===== config.mk =====
export PLATFORM = sky130hd
export DESIGN_NAME = spi_master_top
export DESIGN_NICKNAME = d
export VERILOG_FILES = /design/src/design/spi_cfg_pkg.sv /design/src/design/spi_xfer_pkg.sv /design/src/design/lin_calc.sv /design/src/design/spi_cfg_regs.sv /design/src/design/spi_shift_engine.sv /design/src/design/spi_master_top.sv
export SDC_FILE = /design/constraint.sdc
export NUM_CORES = 1
export LEC_CHECK = 0
export ABC_AREA = 1
export BUFFER_PORTS_ARGS = -buffer_cell sky130_fd_sc_hd__buf_4
export CAP_MARGIN = 10
export CORE_MARGIN = 2
export CORE_UTILIZATION = 60
export CTS_CLUSTER_SIZE = 40
export DETAILED_ROUTE_END_ITERATION = 8
export GPL_TIMING_DRIVEN = 0
export PLACE_DENSITY = 0.75
export SLEW_MARGIN = 20
export SYNTH_ARGS = -nofsm -noshare
export SYNTH_HDL_FRONTEND = slang
export SYNTH_SLANG_ARGS = --single-unit

===== constraint.sdc =====
create_clock -name clk -period 3.5 [get_ports clk]
set_clock_uncertainty 0.2 [all_clocks]
set_input_delay 1.05 -clock clk [delete_from_list [all_inputs] [get_ports clk]]
set_output_delay 1.05 -clock clk [all_outputs]
set_load 0.05 [all_outputs]

===== src/design/spi_cfg_pkg.sv =====
// spi timing configuration definitions
// register map, config write bus and calculator widths
package spi_cfg_pkg;

   ////////////////////////////////////////////////////////////
   // widths
   localparam int CFG_ADDR_W = 2;   // config address
   localparam int CALC_W     = 32;  // m, x, b and y
   localparam int HALF_W     = 16;  // half-period, low bits of y

   ////////////////////////////////////////////////////////////
   // register map
   localparam logic [CFG_ADDR_W-1:0] ADDR_SLOPE  = 2'd0;  // m
   localparam logic [CFG_ADDR_W-1:0] ADDR_SPEED  = 2'd1;  // x, also iteration count
   localparam logic [CFG_ADDR_W-1:0] ADDR_OFFSET = 2'd2;  // b
   // address 3 is unused, writes there fall on the floor

   // reset values
   localparam logic [CALC_W-1:0] RST_SLOPE  = 32'd0;
   localparam logic [CALC_W-1:0] RST_SPEED  = 32'd0;
   localparam logic [CALC_W-1:0] RST_OFFSET = 32'd4;

   // half-period published straight out of reset, m*x+b of the above
   localparam logic [HALF_W-1:0] RST_HALF =
      HALF_W'(RST_SLOPE * RST_SPEED + RST_OFFSET);

   ////////////////////////////////////////////////////////////
   // config write, 35 bits
   typedef struct packed {
      logic                  en;    // write enable
      logic [CFG_ADDR_W-1:0] addr;  // register select
      logic [CALC_W-1:0]     data;  // write data
   } cfg_wr_t;

endpackage


===== src/design/spi_xfer_pkg.sv =====
// spi transfer definitions
// command and response words plus credit sizing
package spi_xfer_pkg;

   ////////////////////////////////////////////////////////////
   // frame and credit sizes
   localparam int FRAME_W     = 8;  // bits per frame
   localparam int CMD_DEPTH   = 4;  // cmd fifo depth = sender credits
   localparam int RSP_CREDITS = 2;  // rsp credits held after reset

   // derived counter widths
   localparam int CMD_PTR_W = $clog2(CMD_DEPTH);       // fifo pointers
   localparam int CMD_CNT_W = $clog2(CMD_DEPTH + 1);   // fifo fill, 0..depth
   localparam int RSP_CNT_W = $clog2(RSP_CREDITS + 1); // 0..RSP_CREDITS
   localparam int BIT_CNT_W = $clog2(FRAME_W);         // bit index in frame

   ////////////////////////////////////////////////////////////
   // command, 9 bits
   typedef struct packed {
      logic [FRAME_W-1:0] tx;    // byte to shift out, msb first
      logic               last;  // raise cs after this frame
   } spi_cmd_t;

   // response, 8 bits
   typedef struct packed {
      logic [FRAME_W-1:0] rx;    // byte shifted in from miso
   } spi_rsp_t;

endpackage


===== src/design/lin_calc.sv =====
`timescale 1ns/1ps
// iterative linear calculator, y = m*x + b
// adds m once per cycle for x cycles, so no multiplier is built
// overflow wraps silently
module lin_calc (
   input  logic                           clk,
   input  logic                           rst,
   input  logic                           i_start,  // launch a new sum
   input  logic [spi_cfg_pkg::CALC_W-1:0] i_m,      // slope
   input  logic [spi_cfg_pkg::CALC_W-1:0] i_x,      // abscissa, iteration count
   input  logic [spi_cfg_pkg::CALC_W-1:0] i_b,      // intercept
   output logic [spi_cfg_pkg::CALC_W-1:0] o_y,      // result, valid with o_done
   output logic                           o_done,   // one cycle pulse
   output logic                           o_busy
);
   import spi_cfg_pkg::*;

   typedef enum logic {S_IDLE, S_CALC} state_t;

   state_t            state;
   logic [CALC_W-1:0] m_q;   // captured slope
   logic [CALC_W-1:0] x_q;   // captured count
   logic [CALC_W-1:0] acc;   // running m*i
   logic [CALC_W-1:0] cnt;   // additions done so far

   ////////////////////////////////////////////////////////////
   // control
   always_ff @(posedge clk)
   begin
      if (rst)
      begin
         state  <= S_IDLE;
         o_done <= 1'b0;
      end
      else
      begin
         o_done <= 1'b0;  // pulse by default low
         case (state)
            S_IDLE:
            begin
               if (i_start)
                  state <= S_CALC;  // one setup cycle spent here
            end
            S_CALC:
            begin
               if (cnt == x_q)
               begin
                  state  <= S_IDLE;
                  o_done <= 1'b1;
               end
            end
            default: state <= S_IDLE;
         endcase
      end
   end

   ////////////////////////////////////////////////////////////
   // datapath
   always_ff @(posedge clk)
   begin
      if (state == S_IDLE && i_start)
      begin
         m_q <= i_m;
         x_q <= i_x;
         acc <= '0;
         cnt <= '0;
      end
      else if (state == S_CALC)
      begin
         if (cnt == x_q)
            o_y <= acc + i_b;  // x == 0 lands here first, y = b
         else
         begin
            acc <= acc + m_q;
            cnt <= cnt + CALC_W'(1);
         end
      end
   end

   assign o_busy = (state == S_CALC);

endmodule


===== src/design/spi_cfg_regs.sv =====
`timescale 1ns/1ps
// spi timing registers
// slope, speed and offset feed lin_calc; the settled sum becomes
// the sclk half-period, flagged by o_ready
module spi_cfg_regs (
   input  logic                           clk,
   input  logic                           rst,
   input  spi_cfg_pkg::cfg_wr_t           i_cfg,
   output logic [spi_cfg_pkg::HALF_W-1:0] o_half,   // sclk half-period in clk
   output logic                           o_ready   // o_half matches the regs
);
   import spi_cfg_pkg::*;

   logic [CALC_W-1:0] slope;   // m
   logic [CALC_W-1:0] speed;   // x
   logic [CALC_W-1:0] offset;  // b
   logic              wr_hit;  // write landing in a real register
   logic              pend;    // start owed to the calculator
   logic              calc_start;
   logic              calc_done;
   logic              calc_busy;
   logic [CALC_W-1:0] calc_y;

   assign wr_hit = i_cfg.en &&
                   (i_cfg.addr == ADDR_SLOPE ||
                    i_cfg.addr == ADDR_SPEED ||
                    i_cfg.addr == ADDR_OFFSET);

   ////////////////////////////////////////////////////////////
   // register file
   always_ff @(posedge clk)
   begin
      if (rst)
      begin
         slope  <= RST_SLOPE;
         speed  <= RST_SPEED;
         offset <= RST_OFFSET;
      end
      else if (i_cfg.en)
      begin
         case (i_cfg.addr)
            ADDR_SLOPE:  slope  <= i_cfg.data;
            ADDR_SPEED:  speed  <= i_cfg.data;
            ADDR_OFFSET: offset <= i_cfg.data;
            default:     ;  // reserved slot
         endcase
      end
   end

   ////////////////////////////////////////////////////////////
   // restart tracking
   // a start waits here while the calculator is still busy
   assign calc_start = pend && !calc_busy;

   always_ff @(posedge clk)
   begin
      if (rst)
         pend <= 1'b0;
      else if (wr_hit)
         pend <= 1'b1;  // wins over a start issued this cycle
      else if (calc_start)
         pend <= 1'b0;
   end

   // publish only a sum that answers the newest values
   always_ff @(posedge clk)
   begin
      if (rst)
      begin
         o_half  <= RST_HALF;
         o_ready <= 1'b1;
      end
      else if (wr_hit)
         o_ready <= 1'b0;
      else if (calc_done && !pend)
      begin
         o_half  <= calc_y[HALF_W-1:0];  // upper bits dropped
         o_ready <= 1'b1;
      end
   end

   lin_calc u_calc (
      .clk     (clk),
      .rst     (rst),
      .i_start (calc_start),
      .i_m     (slope),
      .i_x     (speed),
      .i_b     (offset),
      .o_y     (calc_y),
      .o_done  (calc_done),
      .o_busy  (calc_busy)
   );

endmodule


===== src/design/spi_shift_engine.sv =====
`timescale 1ns/1ps
// spi mode 0 shift engine
// credit-fed command fifo in, credit-gated responses out,
// 8 bit frames msb first with cs held low until a last frame
module spi_shift_engine (
   input  logic                           clk,
   input  logic                           rst,
   input  spi_xfer_pkg::spi_cmd_t         i_cmd,
   input  logic                           i_cmd_valid,   // sender holds a credit
   output logic                           o_cmd_credit,  // one per fifo pop
   output spi_xfer_pkg::spi_rsp_t         o_rsp,
   output logic                           o_rsp_valid,
   input  logic                           i_rsp_credit,  // receiver returns one
   input  logic [spi_cfg_pkg::HALF_W-1:0] i_half,
   input  logic                           i_ready,
   output logic                           o_sclk,
   output logic                           o_mosi,
   output logic                           o_cs_n,
   input  logic                           i_miso
);
   import spi_cfg_pkg::*;
   import spi_xfer_pkg::*;

   typedef enum logic [1:0] {S_IDLE, S_SETUP, S_LOW, S_HIGH} state_t;

   spi_cmd_t             fifo_mem [CMD_DEPTH];
   logic [CMD_PTR_W-1:0] wr_ptr;
   logic [CMD_PTR_W-1:0] rd_ptr;
   logic [CMD_CNT_W-1:0] fifo_cnt;
   logic [RSP_CNT_W-1:0] rsp_cred;   // frames we may still start
   state_t               state;
   logic [HALF_W-1:0]    h_eff;      // i_half with 0 read as 1
   logic [HALF_W-1:0]    h_q;        // half-period for this frame
   logic [HALF_W-1:0]    hcnt;       // cycles left in phase, minus one
   logic [BIT_CNT_W-1:0] bit_cnt;
   logic [FRAME_W-1:0]   shreg;      // tx out the top, rx in the bottom
   logic                 last_q;     // frame closes the cs window
   logic                 pop;
   logic                 phase_end;
   logic                 frame_end;

   ////////////////////////////////////////////////////////////
   // command fifo
   // no full check, the sender's credits keep it from overflowing
   always_ff @(posedge clk)
   begin
      if (i_cmd_valid)
         fifo_mem[wr_ptr] <= i_cmd;
   end

   always_ff @(posedge clk)
   begin
      if (rst)
      begin
         wr_ptr   <= '0;
         rd_ptr   <= '0;
         fifo_cnt <= '0;
      end
      else
      begin
         if (i_cmd_valid)
            wr_ptr <= wr_ptr + CMD_PTR_W'(1);
         if (pop)
            rd_ptr <= rd_ptr + CMD_PTR_W'(1);
         case ({i_cmd_valid, pop})
            2'b10:   fifo_cnt <= fifo_cnt + CMD_CNT_W'(1);
            2'b01:   fifo_cnt <= fifo_cnt - CMD_CNT_W'(1);
            default: ;  // both or neither, fill unchanged
         endcase
      end
   end

   // frame start needs a command, a response slot and settled timing
   assign pop          = (state == S_IDLE) && (fifo_cnt != '0) &&
                         (rsp_cred != '0) && i_ready;
   assign o_cmd_credit = pop;  // slot freed the same cycle

   ////////////////////////////////////////////////////////////
   // response credits
   always_ff @(posedge clk)
   begin
      if (rst)
         rsp_cred <= RSP_CNT_W'(RSP_CREDITS);
      else
      begin
         case ({pop, i_rsp_credit})
            2'b10:   rsp_cred <= rsp_cred - RSP_CNT_W'(1);
            2'b01:   rsp_cred <= rsp_cred + RSP_CNT_W'(1);
            default: ;
         endcase
      end
   end

   ////////////////////////////////////////////////////////////
   // sclk sequencing
   assign h_eff     = (i_half == '0) ? HALF_W'(1) : i_half;
   assign phase_end = (hcnt == '0);
   assign frame_end = (state == S_HIGH) && phase_end &&
                      (bit_cnt == BIT_CNT_W'(FRAME_W - 1));

   always_ff @(posedge clk)
   begin
      if (rst)
      begin
         state       <= S_IDLE;
         o_cs_n      <= 1'b1;
         o_sclk      <= 1'b0;
         o_mosi      <= 1'b0;
         o_rsp_valid <= 1'b0;
         hcnt        <= '0;
         bit_cnt     <= '0;
      end
      else
      begin
         o_rsp_valid <= 1'b0;
         case (state)
            S_IDLE:
            begin
               if (pop)
               begin
                  o_cs_n  <= 1'b0;  // no change if already low
                  o_mosi  <= fifo_mem[rd_ptr].tx[FRAME_W-1];
                  hcnt    <= h_eff - HALF_W'(1);
                  bit_cnt <= '0;
                  state   <= S_SETUP;
               end
            end
            S_SETUP:  // cs low, sclk low, first bit on mosi
            begin
               hcnt <= phase_end ? h_q - HALF_W'(1) : hcnt - HALF_W'(1);
               if (phase_end)
                  state <= S_LOW;
            end
            S_LOW:
            begin
               hcnt <= phase_end ? h_q - HALF_W'(1) : hcnt - HALF_W'(1);
               if (phase_end)
               begin
                  o_sclk <= 1'b1;  // rising edge, miso sampled below
                  state  <= S_HIGH;
               end
            end
            S_HIGH:
            begin
               hcnt <= phase_end ? h_q - HALF_W'(1) : hcnt - HALF_W'(1);
               if (phase_end)
               begin
                  o_sclk <= 1'b0;
                  if (frame_end)
                  begin
                     o_rsp_valid <= 1'b1;
                     if (last_q)
                        o_cs_n <= 1'b1;
                     state <= S_IDLE;
                  end
                  else
                  begin
                     bit_cnt <= bit_cnt + BIT_CNT_W'(1);
                     o_mosi  <= shreg[FRAME_W-1];  // next bit on falling edge
                     state   <= S_LOW;
                  end
               end
            end
            default: state <= S_IDLE;
         endcase
      end
   end

   ////////////////////////////////////////////////////////////
   // frame datapath
   always_ff @(posedge clk)
   begin
      if (pop)
      begin
         shreg  <= fifo_mem[rd_ptr].tx;
         last_q <= fifo_mem[rd_ptr].last;
         h_q    <= h_eff;  // fixed for the whole frame
      end
      else if (state == S_LOW && phase_end)
         shreg <= {shreg[FRAME_W-2:0], i_miso};
      if (frame_end)
         o_rsp.rx <= shreg;
   end

endmodule


===== src/design/spi_master_top.sv =====
`timescale 1ns/1ps
// spi master top level
// timing registers and calculator drive the shift engine's sclk rate
module spi_master_top (
   input  logic                   clk,
   input  logic                   rst,
   // configuration
   input  spi_cfg_pkg::cfg_wr_t   i_cfg,
   // commands in
   input  spi_xfer_pkg::spi_cmd_t i_cmd,
   input  logic                   i_cmd_valid,
   output logic                   o_cmd_credit,
   // responses out
   output spi_xfer_pkg::spi_rsp_t o_rsp,
   output logic                   o_rsp_valid,
   input  logic                   i_rsp_credit,
   // spi pins
   output logic                   o_sclk,
   output logic                   o_mosi,
   output logic                   o_cs_n,
   input  logic                   i_miso
);
   import spi_cfg_pkg::*;

   logic [HALF_W-1:0] half;   // published half-period
   logic              ready;  // half matches the registers

   spi_cfg_regs u_regs (
      .clk     (clk),
      .rst     (rst),
      .i_cfg   (i_cfg),
      .o_half  (half),
      .o_ready (ready)
   );

   spi_shift_engine u_engine (
      .clk          (clk),
      .rst          (rst),
      .i_cmd        (i_cmd),
      .i_cmd_valid  (i_cmd_valid),
      .o_cmd_credit (o_cmd_credit),
      .o_rsp        (o_rsp),
      .o_rsp_valid  (o_rsp_valid),
      .i_rsp_credit (i_rsp_credit),
      .i_half       (half),
      .i_ready      (ready),
      .o_sclk       (o_sclk),
      .o_mosi       (o_mosi),
      .o_cs_n       (o_cs_n),
      .i_miso       (i_miso)
   );

endmodule


# After elaboration in Yosys (flattened, before gate mapping)
# Memories as Yosys holds them, arrays and structs flattened. A register that Yosys moved wholly into a read port is not among the register bits.
# Cells that the tools add are included.
# classes
addsub	13
n_eq_ne	18
muxes	43
bitwise	6
reduce_logical	40
# ops
cell	count
two-way mux 16 bit	3
subtractor 16 x 1 -> 16 bit, second input constant	3
adder 32 x 1 -> 32 bit, second input constant	1
adder 32 bit	1
equality test 32 bit	1
zero test 16 bit	2
case mux 16 bit (2 select lines)	1
two-way mux 1 bit	19
adder 16 bit	1
two-way mux 8 bit	2
nonzero test 2 bit	8
two-way mux 2 bit	7
inequality test 2 x 1 -> 1 bit, second input constant	6
case mux 3 bit (2 select lines)	2
equality test 2 bit, second input constant	5
logical AND 1 bit	10
AND reduction 2 bit	5
two-way mux 3 bit	3
equality test 2 x 1 -> 1 bit, second input constant	4
case mux 1 bit (2 select lines)	4
case mux 2 bit (4 select lines)	1
AND reduction 4 bit	2
adder 2 x 1 -> 2 bit, second input constant	3
adder 3 x 1 -> 3 bit, second input constant	2
14 further kinds	24
# word_totals
register_bits	311
ram_bits	36
inputBits	49
output_inout_bits	13
elab_cells	149
mem_count	1
# mem_list
name	words	width	read_ports	rd_clocked_by_memory_dff	wr	line_no	text
u_engine.fifo_mem	4	9	1	1	1	spi_shift_engine.sv:26	spi_cmd_t fifo_mem [CMD_DEPTH];

# Logic depth before layout (Yosys ltp)
# Gate-level depths: netlist of run 1.
# depth
word_depth	6
mapped_depth	18

# Modules after synthesis
# Synthesis of run 1 repeated with hierarchy kept, for this count alone.
# hier_totals
cells_unflattened	2622
hier_area_um2	20119.3
# by_module_without_submodules
module	n_inst	cells_each	area_each_um2	seq_area_each_um2
lin_calc	1	1492	10740.3	4204.0
spi_shift_engine	1	551	4974.8	2792.7
spi_cfg_regs	1	579	4404.2	2282.2

# Worst setup path after synthesis of run 1
# OpenSTA, ideal clock, no wires.
# synth_timing
path_kind	reg-to-reg
startpoint	register u_engine.state[1]
endpoint	register u_engine.fifo_cnt[2]
setup_ns	0.122
arrival_ns	3.255
required_time_ns	3.178
slack_ns	-0.077
stages_incl_launch_ff	15
path_buffers	1
period_less_slack_ns	3.577
path_cell_list	dfxtp_1 inv_1 ha_1 inv_1 nor3_1 nand2_1 inv_1 clkbuf_1 ha_1 inv_1 fa_1 a21oi_1 o21ai_0 o21ai_0 a21oi_1
# synth_between
elab_chain_len	6
elab_cells_between_ends	8
classes_between	eq/ne: 2; mux: 1; reduce/logical: 5
# synth_lines
item	line_no	text
start: declaration	spi_shift_engine.sv:31	state_t state;
start signal: assignment	spi_shift_engine.sv:105	state <= S_IDLE;
start signal: assignment	spi_shift_engine.sv:125	state <= S_SETUP;
start signal: assignment	spi_shift_engine.sv:132	state <= S_LOW;
zero test 2 bit (*)	spi_shift_engine.sv:74	assign pop = (state == S_IDLE) && (fifo_cnt != '0) &&
logical AND 1 bit (*) (2 in series)	spi_shift_engine.sv:74	
logical AND 1 bit (*)	spi_shift_engine.sv:75	(rsp_cred != '0) && i_ready;
named net o_cmd_credit	spi_master_top.sv:12	output logic o_cmd_credit,
equality test 2 x 1 -> 1 bit or equality test 2 bit (tied branches)	spi_shift_engine.sv:65	case ({i_cmd_valid, pop})
case mux 3 bit (2 select lines) or nonzero test 2 bit (tied branches)	--	
end signal: assignment	spi_shift_engine.sv:66	2'b10: fifo_cnt <= fifo_cnt + CMD_CNT_W'(1);
end signal: assignment	spi_shift_engine.sv:67	2'b01: fifo_cnt <= fifo_cnt - CMD_CNT_W'(1);
end: declaration	spi_shift_engine.sv:29	logic [CMD_CNT_W-1:0] fifo_cnt;
# Mark *: on every way through the listed nets, which the timed path passes. The rest lies on a longest branch.
# A chain may end at the register's enable or synchronous reset.

# Worst setup path in the final report of run 1
# layout_timing
startpoint	register u_engine.state[0]
endpoint	output port o_cmd_credit
# layout_between
elab_chain_len	4
# layout_lines
item	line_no
zero test 2 bit	spi_shift_engine.sv:74
logical AND 1 bit (2 in series)	spi_shift_engine.sv:74
logical AND 1 bit	spi_shift_engine.sv:75
end: declaration	spi_master_top.sv:12
# No other way between the ends.

==> reports/metrics.csv, run 1 <==
stage,metric,value,unit
run_status,outcome,"finished, final reports clean",
worst_setup_path,Arrival @ worst endpoint,2.11,ns
routing,drt pass-1 iters,5,
clocking,CTS Hold Bufs,0,
worst_setup_path,"delay-heaviest family, CP",buffers and inverters,
sta,hold slack final,0.216,ns
routing,DR DRC count,0,
sta,unrepaired setup endpoints after global routing,no,
worst_hold_path,Min-Delay Endpoint,u_regs.u_calc.m_q[10],
worst_setup_path,reg2reg end,u_engine.hcnt[10],
sta,count of pins over their slew limit,0,
worst_setup_path,RR Startpoint,u_engine.state[0],
floorplan,Die ar.,24500,sq um
cells_and_area,Area Overhead vs Synth,13.0,%
logic_synthesis,syn avg cell area,8.59,sq um
worst_hold_path,Hold Crit Class,reg2reg,
worst_setup_path,Critical-path top delay cell,dfxtp_1,
power,"Power, Total",10.7,mW
floorplan,Die W,157,um
sta,Slew HR,43.4,%
logic_synthesis,post-synthesis sequential area ratio,52.7,%
sta,final period utilization,95.9,%
grt,first-pass GRT wire length,53800,um
logic_synthesis,Unique masters post-synth,48,
run,Max Cap Viol,0,
worst_setup_path,critical path type,reg2out,
logic_synthesis,YS warnings,0,
routing,drt wl/cell,16.5,um
grt,pin count of the biggest net entering global routing,45,
power,Pwr Density,677,nW/um^2
logic_synthesis,Synth Area in Compound Gates,11.5,%
logic_synthesis,XOR/XNOR Fraction of Synth Area,4.64,%
clocking,Root Driver,clkbuf_16,
floorplan,core area,22700,sq um
worst_setup_path,most frequent cell on the critical path,inv_1,
routing,vias,11200,
logic_synthesis,largest family of logic cells by synthesized area,simple AND/OR/NAND/NOR gates,
clocking,CTS clock-pin slew for the worst setup and hold paths,0.06,ns
floorplan,die height,157,um
logic_synthesis,Mapped Area,14000,sq um
worst_hold_path,WHS Path Cells,0,
power,P_leak,6.52,nW
routing,DRT Wirelength,33500,um
clocking,clock sink count,301,
sta,Final Critical Period,3.36,ns
place,Detailed Place HPWL,24500,um
logic_synthesis,number of synthesized flops with an enable pin,133,
place,Final GP Congestion,0.946,
grt,gr ovfl total,0,
routing,initial DRC count,1043,
sta,final hold violation count,0,
floorplan,Starting Density,61.4,%
worst_setup_path,CP required,2.25,ns
floorplan,Top Ports,62,
worst_setup_path,cell count of the worst reg-to-reg path,17,
logic_synthesis,Post-Synth Adder-Cell Area,4.47,%
logic_synthesis,Simple-Gate Fraction of Synth Area,20.7,%
cells_and_area,Nets,1817,
clocking,H-tree levels,1,
logic_synthesis,post-synthesis cell count,1624,
sta,worst slew pin tran,0.849,ns
worst_setup_path,Critical Path Fanout Max,14,
worst_hold_path,hold wc startpoint,u_regs.slope[10],
clocking,Skew-Pair Late Insertion Delay,0.56,ns
grt,overall routing resource usage,27.8,%
cells_and_area,ant diodes,0,
logic_synthesis,synthesized flop and latch total,301,
grt,initial antenna violation count,0,
routing,ANT nets after route,0,
worst_setup_path,crit-path cells,inv_1 > ha_1 > inv_1 > nor3_2 > nand2_1 > inv_2 > clkbuf_16 > buf_6,
worst_setup_path,Crit. End Element,output port,
sta,Max Fclk,298,MHz
clocking,CTS tree,yes,
floorplan,Cell Rows,55,
clocking,TritonCTS buffer count,31,
clocking,CTS Buffer Depth,3,
logic_synthesis,synthesized net count,1721,
worst_setup_path,crit path buf inv count,5,
routing,routed vias/inst,5.50,
logic_synthesis,Post-synth ARST share,0,%
worst_setup_path,max incr delay on CP,0.35,ns
logic_synthesis,Post-synth top flop,dfxtp_1,
place,buffers added on ports,60,
grt,vias in the first global route,10600,
power,Max IR drop VDD,0.474,mV
worst_setup_path,r2r setup slk,0.47,ns
worst_setup_path,startpoint types,flip-flop,
cells_and_area,layout cells sized above 1,9.46,%
sta,"Setup violations, final",0,
logic_synthesis,mux share of post-synthesis cell area,0,%
==> worst max path at each step <==
stage | depth (start not counted) | from | to
global placement | 5 | u_regs.u_calc.o_busy | u_regs.u_calc.m_q[1]
floorplan | 14 | u_engine.state[1] | u_engine.fifo_cnt[2]
global route | 8 | u_engine.state[0] | o_cmd_credit
detailed placement | 6 | rst | u_regs.speed[2]
CTS | 8 | u_engine.state[0] | o_cmd_credit
finish | 8 | u_engine.state[0] | o_cmd_credit
==> repair_timing <==
| action | in CTS | in global routing |
|---|---|---|
| endpoints found under the setup margin | 1 | 1 |
| buffers inserted | 1 | 0 |
| gates resized for setup | 4 | 2 |
| pin swaps | 1 | 0 |
| gates cloned | 0 | 1 |
==> cell type report <==
type / instances / area (sq um)
well taps: 285 / 357
clock buffers: 39 / 806
repair buffers: 63 / 493
flip-flops and latches: 301 / 7360
clock inverters: 19 / 124
plain buffers: 77 / 359
multi-input cells: 1113 / 5770
inverters: 133 / 500
fillers: 1807 / 6940
==> where the power goes <==
group	internal, mW	total [mW]	switching (mW)	leakage (nW)
Combinational	1.08	3.16	2.08	3.44
Sequential	4.18	4.45	0.261	2.62
Clock	1.70	3.07	1.37	0.459
Total	6.97	10.7	3.70	6.52
==> stage by stage <==
step	setup WS (ns)	TNS, ns	std cells	cell area [sq um]	utilization (%)
2_1_floorplan	0.528	0	1624	14000	-
3_3_place_gp	-0.476	-25.27	1969	14800	65.0
3_5_place_dp	0.128	0	1970	14800	65.1
4_1_cts	0.0393	0	2029	15800	69.4
5_1_grt	0.0158	0	2030	15800	69.4
6_report	0.143	0	2030	15800	69.4
==> layer usage <==
metal	vias to the layer above	wire (um)	share of wire [%]	track usage, %
met3	66	2320	6.9	4.93
met1	5180	15100	45	38.3
li1	5559	-	-	-
met5	-	0	0	0
met4	0	922	2.7	8.04
met2	363	15200	45	45.2
==> placed cells by master, fill, tap and decap left out, types with 5 or more instances in the layout <==
| cell type | count |
|---|---|
| nand2_1 | 300 |
| nor2_1 | 249 |
| dfxtp_1 | 168 |
| o21ai_0 | 139 |
| edfxtp_1 | 133 |
| inv_1 | 127 |
| a21oi_1 | 112 |
| clkbuf_1 | 64 |
| buf_4 | 61 |
| nand3_1 | 57 |
| xnor2_1 | 47 |
| ha_1 | 45 |
| clkbuf_16 | 32 |
| nor3_1 | 27 |
| xor2_1 | 27 |
| o21ai_1 | 16 |
| nand2_2 | 11 |
| a31oi_1 | 10 |
| nand4_1 | 10 |
| buf_2 | 9 |
| clkinv_2 | 9 |
| nor2_4 | 8 |
| clkinv_1 | 8 |
| nor4_1 | 7 |
| clkbuf_2 | 6 |
| buf_6 | 5 |
==> synth_stat cells, drive strengths merged (4+ instances only) <==
cell / n / area, sq um
nand2: 311 / 1190
nor2: 261 / 1050
dfxtp: 168 / 3360
o21ai: 156 / 785
edfxtp: 133 / 3990
inv: 131 / 492
a21oi: 112 / 561
clkbuf: 64 / 248
nand3: 59 / 305
xnor2: 47 / 412
ha: 45 / 563
nor3: 29 / 150
xor2: 27 / 236
buf: 13 / 86.3
a31oi: 10 / 62.6
nand4: 10 / 62.6
nor4: 7 / 43.8
nand3b: 5 / 41.3
a21boi: 4 / 30.0
==> logic make-up after synthesis <==
family,Yosys count
xor+xnor,74
simple gates,688
compound gates,303
buf+inv,210
fa+ha+maj,48
flops,301
==> state kept, by name, summed over array words and instances (netlist names), 32 cells and up, named ones only <==
signal / count
u_regs.speed: 32
u_regs.u_calc.x_q: 32
u_engine.fifo_mem: 36
u_regs.u_calc.cnt: 32
(Power assumes the default switching activity.)
==> run 2: changes to the inputs <==
--- a/config.mk
+++ b/config.mk
@@ -12,7 +12,6 @@
 export CORE_UTILIZATION = 60
 export CTS_CLUSTER_SIZE = 40
 export DETAILED_ROUTE_END_ITERATION = 8
-export GPL_TIMING_DRIVEN = 0
 export PLACE_DENSITY = 0.75
 export SLEW_MARGIN = 20
 export SYNTH_ARGS = -nofsm -noshare
==> run 2 against run 1 <==
Compared with the run above:
- critical path depth is 1 lower
- non-clock buffer count is 60 lower
- maximum frequency is 4.0% higher
- wire length is 7.8% lower
- register-to-register slack better by 0.22 ns
- utilization is 0.30 points lower
- cell count is 3.1% lower
- final area is 0.44% lower
- total power is 2.2% higher
- sequential power hardly changed
- largest power group unchanged
- highest routed layer unchanged
==> reports/metrics.csv, run 2 (same netlist as run 1, synthesis figures left out) <==
stage,metric,value,unit,change
worst_setup_path,Critical Path Fanout Max,5,,-9
grt,initial antenna violation count,0,,unchanged
clocking,CTS clock-pin slew for the worst setup and hold paths,0.07,ns,about the same
cells_and_area,ant diodes,0,,unchanged
clocking,CTS tree,yes,,
sta,Final Critical Period,3.23,ns,-0.129 ns
grt,overall routing resource usage,25.7,%,-2.1 points
worst_setup_path,max incr delay on CP,0.33,ns,-0.02 ns
clocking,Root Driver,clkbuf_16,,
clocking,CTS resizes,0,,-4
power,P_leak,6.51,nW,-0.18%
power,Pwr Density,694,nW/um^2,+2.6%
worst_setup_path,startpoint types,flip-flop,,
clocking,setup bufs post-CTS,0,,-1
clocking,H-tree levels,1,,unchanged
floorplan,Die W,157,um,unchanged
grt,gr ovfl total,0,,unchanged
worst_setup_path,CP required,2.25,ns,about the same
clocking,Skew-Pair Late Insertion Delay,0.55,ns,about the same
power,Max IR drop VDD,0.440,mV,-7.2%
worst_setup_path,Arrival @ worst endpoint,1.98,ns,-0.13 ns
floorplan,core area,22700,sq um,unchanged
place,buffers added on ports,61,,+1.7%
routing,DR DRC count,0,,unchanged
grt,vias in the first global route,10200,,-3.9%
routing,ANT nets after route,0,,unchanged
floorplan,Cell Rows,55,,unchanged
worst_setup_path,crit-path cells,inv_1 > ha_1 > inv_1 > nor3_1 > nand2_1 > inv_1 > buf_4,,
clocking,CTS Buffer Depth,3,,unchanged
routing,drt wl/cell,15.7,um,-4.9%
floorplan,Starting Density,61.4,%,unchanged
clocking,CTS Hold Bufs,0,,unchanged
sta,Max Fclk,310,MHz,+4.0%
routing,drt pass-1 iters,6,,+1
cells_and_area,Nets,1756,,-3.4%
routing,initial DRC count,914,,-12%
routing,DRT Wirelength,30900,um,-7.8%
worst_setup_path,Critical-path top delay cell,dfxtp_1,,
cells_and_area,"commonest non-fill, non-tap cells in the layout","300 x nand2_1, 249 x nor2_1, 168 x dfxtp_1",,
clocking,TritonCTS buffer count,30,,-3.2%
cells_and_area,max FFs per register,36,,unchanged
place,Final GP Congestion,0.952,,+0.62%
sta,final period utilization,92.2,%,-3.7 points
cells_and_area,area of the multi-input gates,5770,sq um,about the same
floorplan,die height,157,um,unchanged
sta,worst slew pin tran,0.551,ns,-0.298 ns
worst_setup_path,most frequent cell on the critical path,inv_1,,
cells_and_area,Area Overhead vs Synth,12.5,%,
sta,final hold violation count,0,,unchanged
run_status,outcome,"finished, final reports clean",,
sta,count of pins over their slew limit,0,,unchanged
cells_and_area,fin util,69.1,%,-0.30 points
place,Detailed Place HPWL,21600,um,-12%
cells_and_area,FILL cells,1729,,-4.3%
cells_and_area,register area,7360,sq um,unchanged
run,Max Cap Viol,0,,unchanged
sta,Slew HR,63.2,%,+20 points
sta,unrepaired setup endpoints after global routing,no,,
cells_and_area,"most common cell after layout, fill and taps aside",nand2_1,,
sta,"Setup violations, final",0,,unchanged
grt,pin count of the biggest net entering global routing,55,,+22%
worst_hold_path,Hold Crit Class,reg2reg,,
cells_and_area,layout cells sized above 1,9.92,%,+0.47 points
routing,routed vias/inst,5.45,,-0.90%
clocking,clock sink count,301,,unchanged
worst_setup_path,Crit. End Element,output port,,
floorplan,Die ar.,24500,sq um,unchanged
floorplan,Top Ports,62,,unchanged
worst_setup_path,critical path type,reg2out,,
routing,vias,10700,,-3.9%
sta,Final TNS setup,0,ns,unchanged
grt,first-pass GRT wire length,50600,um,-5.8%
cells_and_area,largest register by flop count,u_engine.fifo_mem,,
[run 2: cell count changes in the layout (fill, tap and decap cells not counted), moves of 3 or more]
cell | previous run | this run
clkbuf_8 | 0 | 3
buf_6 | 5 | 0
bufinv_16 | 1 | 6
clkbuf_2 | 6 | 0
clkinv_1 | 8 | 3
buf_4 | 61 | 77
buf_2 | 9 | 0
clkbuf_1 | 64 | 5
[run 2: final timing paths]
kind                                      startpoint               endpoint  slack, ns  cells after the start
worst max-delay path               u_engine.state[1]           o_cmd_credit       0.27                      7
worst min-delay path                 u_regs.speed[7]   u_regs.u_calc.x_q[7]       0.22                      0
worst max register to register  u_regs.u_calc.acc[0]  u_regs.u_calc.o_y[12]       0.69                      9
worst min register to register       u_regs.speed[7]   u_regs.u_calc.x_q[7]       0.22                      0
[run 2: worst max-delay path: cells and delay by family (launching register included)]
family | cells | cell delay (ns)
fa+ha+maj | 1 | 0.18
buf+inv | 4 | 0.58
flops | 1 | 0.33
simple gates | 2 | 0.36
[run 2: layout make-up]
class                           count  area share (%)
Sequential cell                   301            46.9
Tap cell                          285            2.27
Timing Repair Buffer               80            4.07
Inverter                          133            3.19
Clock buffer                       39            5.32
Multi-Input combinational cell   1113            36.7
Clock inverter                     17            1.55
[run 2: report_power, final]
part / internal [mW] / leakage [nW] / switching [mW]
registers: 4.19 / 2.62 / 0.276
logic: 1.01 / 3.35 / 1.97
clock network: 2.13 / 0.534 / 1.33
total: 7.32 / 6.51 / 3.57
[run 2: metal layers]
metal	track usage [%]	vias to the layer above	part of all wire [%]
met5	0	-	0
met4	5.81	0	1.8
met3	3.82	41	6.6
met2	41.4	325	45
met1	37.0	4926	47
li1	-	5438	-
[run 2: metrics by stage]
step,cell area (sq um),total power [mW],hold WS (ns),std cells,setup slack (ns)
detailed placement,14600,7.44,0.208,1912,0.743
CTS,15700,10.9,0.223,1968,0.274
global route,15700,11.5,0.230,1968,0.136
floorplan,14000,6.70,0.203,1624,0.528
finish,15700,10.9,0.220,1968,0.272
global placement,14600,7.37,0.206,1912,0.848
